<file path="config.mk">
export PLATFORM = sky130hd
export DESIGN_NAME = ramWordSeq
export DESIGN_NICKNAME = d
export VERILOG_FILES = /design/src/ramPkg.sv /design/src/ramWordSeq.sv
export SDC_FILE = /design/constraint.sdc
export NUM_CORES = 1
export LEC_CHECK = 0
export BUFFER_PORTS_ARGS = -buffer_cell sky130_fd_sc_hd__buf_2
export CAP_MARGIN = 10
export CELL_PAD_IN_SITES_DETAIL_PLACEMENT = 0
export CELL_PAD_IN_SITES_GLOBAL_PLACEMENT = 1
export CORE_MARGIN = 10
export CORE_UTILIZATION = 25
export DETAILED_ROUTE_END_ITERATION = 6
export GPL_ROUTABILITY_DRIVEN = 0
export GPL_TIMING_DRIVEN = 0
export PLACE_DENSITY = 0.61
export SLEW_MARGIN = 20
export SYNTH_ARGS = -nofsm -noshare
export SYNTH_HDL_FRONTEND = slang
export SYNTH_SLANG_ARGS = --single-unit
</file>
<file path="constraint.sdc">
create_clock -name iClk -period 4.7 [get_ports iClk]
set_input_delay 0.705 -clock iClk [delete_from_list [all_inputs] [get_ports iClk]]
set_output_delay 0.705 -clock iClk [all_outputs]
set_load 0.005 [all_outputs]
</file>
<file path="src/ramPkg.sv">
/* Defaults for a byte-wide asynchronous SRAM behind 32-bit host words.
   Other widths are set through the module parameters of ramSubsystem. */

package ramPkg;

	// ------------------------------
	// Default geometry
	// ------------------------------

	// Byte address, 512 KiB part
	localparam int cRamAdrsWidth = 19;

	// One byte per SRAM access
	localparam int cRamDqWidth = 8;

	// Host word is four bytes, low byte at the lowest address
	localparam int cBytesPerWord = 4;

	// Word address drops the two byte-select bits
	localparam int cWordAdrsWidth = cRamAdrsWidth - 2;

	// ------------------------------
	// Access command
	// ------------------------------

	// Read high, write low, as on the pin driver
	localparam logic cCmdRead = 1'b1;
	localparam logic cCmdWrite = 1'b0;

endpackage

</file>
<file path="src/ramWordSeq.sv">
/* Requests made while busy are dropped, there is no queue.
   Read words take pBytesPerWord+2 cycles, low byte from the lowest address. */

`timescale 1ns/1ps

module ramWordSeq #(
	parameter int pRamAdrsWidth = ramPkg::cRamAdrsWidth,
	parameter int pRamDqWidth = ramPkg::cRamDqWidth,
	parameter int pBytesPerWord = ramPkg::cBytesPerWord
)(
	input  logic iClk,
	input  logic reset,

	// Host side
	input  logic start,
	input  logic write,
	input  logic [pRamAdrsWidth-$clog2(pBytesPerWord)-1:0] wordAdrs,
	input  logic [pRamDqWidth*pBytesPerWord-1:0] wordWd,
	output logic [pRamDqWidth*pBytesPerWord-1:0] wordRd,
	output logic busy,
	output logic done,

	// Byte accesses toward the pin driver
	output logic [pRamAdrsWidth-1:0] adrs,
	output logic [pRamDqWidth-1:0] wd,
	output logic ce,
	output logic cmd,
	input  logic [pRamDqWidth-1:0] rd,
	input  logic rdValid
);

	// Counter wide enough to hold pBytesPerWord
	localparam int lCntWidth = $clog2(pBytesPerWord + 1);
	localparam logic [lCntWidth-1:0] lLastIssue = lCntWidth'(pBytesPerWord);
	localparam logic [lCntWidth-1:0] lLastRcv = lCntWidth'(pBytesPerWord - 1);

	// Bytes issued so far in this request
	logic [lCntWidth-1:0] issueCnt;
	// Read bytes returned so far
	logic [lCntWidth-1:0] rcvCnt;

	// Remaining write bytes, low byte next
	logic [pRamDqWidth*pBytesPerWord-1:0] wrShift;
	// Read word being assembled
	logic [pRamDqWidth*pBytesPerWord-1:0] rdAsm;
	logic [pRamDqWidth*pBytesPerWord-1:0] rdNext;

	logic accept;
	logic issueMore;

	// Only an idle sequencer takes a start
	assign accept = start & ~busy;

	// Another byte follows the one on the interface
	assign issueMore = ~ce & (issueCnt != lLastIssue);

	// Returning byte dropped into its slot
	always_comb
	begin
		rdNext = rdAsm;
		rdNext[rcvCnt*pRamDqWidth +: pRamDqWidth] = rd;
	end

	// ------------------------------
	// Control
	// ------------------------------

	always_ff @(posedge iClk)
	begin
		if (reset)
		begin
			ce <= 1'b1;
			busy <= 1'b0;
			done <= 1'b0;
			issueCnt <= '0;
			rcvCnt <= '0;
		end
		else
		begin
			done <= 1'b0;

			// First byte goes out on the accepting edge
			if (accept)
			begin
				ce <= 1'b0;
				busy <= 1'b1;
				issueCnt <= lCntWidth'(1);
			end
			else if (issueMore)
			begin
				issueCnt <= issueCnt + 1'b1;
			end
			else if (!ce)
			begin
				// Last byte was issued last cycle
				ce <= 1'b1;
				// Writes finish here
				if (cmd == ramPkg::cCmdWrite)
				begin
					done <= 1'b1;
					busy <= 1'b0;
				end
			end

			// Reads finish on the last returned byte
			// overlapping the issue of later bytes
			if (rdValid)
			begin
				if (rcvCnt == lLastRcv)
				begin
					rcvCnt <= '0;
					done <= 1'b1;
					busy <= 1'b0;
				end
				else
				begin
					rcvCnt <= rcvCnt + 1'b1;
				end
			end
		end
	end

	// ------------------------------
	// Address and data path
	// ------------------------------

	always_ff @(posedge iClk)
	begin
		if (accept)
		begin
			cmd <= write ? ramPkg::cCmdWrite : ramPkg::cCmdRead;
			// Word base in byte addresses
			adrs <= pRamAdrsWidth'(wordAdrs * pBytesPerWord);
			wd <= wordWd[pRamDqWidth-1:0];
			wrShift <= wordWd >> pRamDqWidth;
		end
		else if (issueMore)
		begin
			adrs <= adrs + 1'b1;
			wd <= wrShift[pRamDqWidth-1:0];
			wrShift <= wrShift >> pRamDqWidth;
		end

		if (rdValid)
		begin
			rdAsm <= rdNext;
			// Host word only changes when a read completes
			if (rcvCnt == lLastRcv)
			begin
				wordRd <= rdNext;
			end
		end
	end

endmodule

</file>
==> flow_summary.yaml <==
run_status:
  status: "finished, final reports clean"
cells_and_area:
  diodes: 0
  area_growth_syn_to_layout_pct: 29.95
  nets: 612
  final_util: 0.3272
  final_cells: 830
  fin_area_um2: 6835
  drive_gt1_frac: 0.3207
  fillCellCount: 2122
logic_synthesis:
  synth_fp_nets: 469
  syn_area_um2: 5260
  synth_xor_area_frac: 0.02498
  yosysWarnings: 0
  seq_area_frac_synth: 0.6927
  synth_top_cells_by_count: "edfxtp_1 (114), nand2_1 (102), a22o_1 (24)"
  ys.flop_type: "edfxtp_1"
  synth_cell_types: 40
  synthMuxAreaShare: 0.01903
  avgSynthCellArea_um2: 13.18
  synth_area_leaders: "edfxtp_1 (65%), nand2_1 (7.3%), dfxtp_1 (4.2%)"
  netlist.area_leader.share: 0.6508
  yosysTopAreaCell: "edfxtp_1"
  synth.most_common_cell: "edfxtp_1"
  synth-seq-cells: 125
  synth_compound_area_frac: 0.07231
  synth_cells: 399
  synth-simple-area-share: 0.1560
  synth_top_family_by_area: "simple AND/OR/NAND/NOR gates"
  synth_edf_count: 114
  async_flop_share: 0
  synthAdderAreaFrac: 0.01903
die:
  dieArea_um2: 27240
  start_util: 0.2518
  fp.coreArea_um2: 20890
  die_w_um: 165.1
  ios: 125
  std_cell_rows: 53
  die_h_um: 165.1
global_route:
  grt_pass1_vias: 3954
  grt_max_degree: 51
  grt_pass1_wl_mm: 21.55
  antenna_found_initial: 0
  overflow: 0
  grt.total_usage: 0.1008
routing:
  drt_wl_total_mm: 13.57
  wl_per_cell_um: 16.35
  antenna_left: 0
  vias: 3632
  drc_errors: 0
  first_pass_iters: 5
  vias_per_cell: 4.376
  drt_iter0_drc: 232
critical_path:
  crit_path_max_fanout: 9
  reg2reg_depth: 6
  rrSetupSlack_ps: 1870
  crit_arrival_ps: 3100
  cp-end-kind: "flip-flop"
  rr_endpoint: "rdAsm[17]"
  cpMaxStageDelayCell: "nor4b_2"
  cpMostUsedCell: "ha_1"
  critPathKind: "flip-flop to flip-flop"
  path_cells: "inv_1 > ha_1 > ha_1 > nand2_1 > nor4b_2 > a22o_1"
  r2r_start: "rcvCnt[0]"
  start_kind: "flip-flop"
  crit_start: "rcvCnt[0]"
  cp.required_ps: 4960
  max_stage_delay_ps: 900
worst_hold_path:
  holdCritPathClass: "flip-flop to flip-flop"
  hold_depth: 2
  hold_start: "wrShift[16]"
  hold_path_end: "wrShift[8]"
run:
  maxCapViolCount: 0
timing:
  hold_violations: 0
  finalMaxSlewViolations: 0
  post-route-period-util: 0.6024
  rsz0062_at_grt: "false"
  max_slew.worst_pin.slew_ps: 979.9
  finalWorstSetupSlack_ps: 1869
  finalSetupViolations: 0
  max_freq_mhz: 353.2
  finalCriticalPeriod_ps: 2831
  slew_headroom: 0.3450
  fin_skew_ps: 6.018
  hold_slack_ps: 512.9
  final.setup.tns_ps: 0
clock_network:
  cts.path.max_buffers: 2
  cts.sinks: 125
  cts_made_buffers: 17
  holdBufCountCts: 0
  cts-resized-gates: 0
  clock_latency_ps: 420
  tritoncts: "built"
  htree_num_levels: 4
  cts_root_buf: "clkbuf_16"
  post-cts-setup-buffers: 0
  cts.clk_slew.worst_paths_ps: 60
placed_design:
  dpl_worst_slack_ps: 1899
  port_buffers: 123
  dp_hpwl_mm: 9.710
  place_inst: 798
  placed_area_um2: 6267
pwr:
  p_leak_nw: 2.648
  total_power_mw: 2.912
  power_density_nw_per_um2: 426.0
  ir_drop_v: 0.0002225
[cell usage in the layout, fill, tap and decap left out, drive strengths merged]
master	count
nand3	15
clkbuf	29
xnor2	10
mux2i	1
and2	8
clkinvlp	2
xor2	5
nand2	102
a21o	1
a2bb2oi	2
nor3b	3
nor4	7
ha	8
o211ai	1
nor3	10
a221o	2
nand4	6
o21ba	1
buf	125
clkinv	3
edfxtp	114
and3	1
and4	1
a22o	24
dfxtp	11
inv	19
nor4b	2
o21ai	7
nand2b	4
nor2	11
mux2	8
a21oi	6
or2	1
o31ai	5
[final cells by class]
type,count,area [µm²],area share
clock buffers,17,425.4,0.06224
well taps,275,344.1,0.05034
plain buffers,13,50.05,0.007322
inverters,9,33.78,0.004942
multi-input cells,252,1553,0.2272
clock inverters,15,142.6,0.02087
flip-flops and latches,125,3643,0.5330
repair buffers,124,643.1,0.09409
[how the worst max path moves through the flow]
stage | slack [ps] | cells after the start | endpoint
after detailed placement | 1900 | 6 | wordRd[17]
after floorplan | 2080 | 3 | adrs[10]
after global routing | 1630 | 6 | wordRd[19]
after global placement | 630 | 4 | done
final | 1870 | 6 | rdAsm[17]
after CTS | 1870 | 6 | rdAsm[17]
[sequential cells by signal, indices dropped and copies added, names as in the netlist]
register / count
rcvCnt: 3
rdAsm: 32
wordRd: 32
cmd: 1
done: 1
busy: 1
issueCnt: 3
wd: 8
wrShift: 24
adrs: 19
ce: 1
[routing by layer]
metal	share of wire	wire length, µm	GRT usage	vias up
met2	0.45	6148	0.1547	123
met3	0.082	1118	0.04041	12
met5	0	0	0	-
met4	0.011	144	0.03502	0
met1	0.45	6161	0.1262	1737
li1	-	-	-	1760
[power by group]
| part | leakage (nW) | switching, mW | internal, mW |
|---|---|---|---|
| registers | 1.20 | 0.0524 | 1.33 |
| clock network | 0.276 | 0.562 | 0.702 |
| logic | 1.17 | 0.154 | 0.114 |
[logic make-up after synthesis]
family,after synthesis
compound gates,49
xor+xnor,15
fa+ha+maj,8
buf+inv,22
flops,125
mux,9
simple gates,171
[worst max-delay path: cells and delay by family (launching register included)]
| kind | cells | cell delay [ps] |
|---|---|---|
| simple gates | 2 | 1200 |
| flops | 1 | 450 |
| buf+inv | 1 | 140 |
| compound gates | 1 | 300 |
| fa+ha+maj | 2 | 590 |
(Power assumes the default switching activity.)
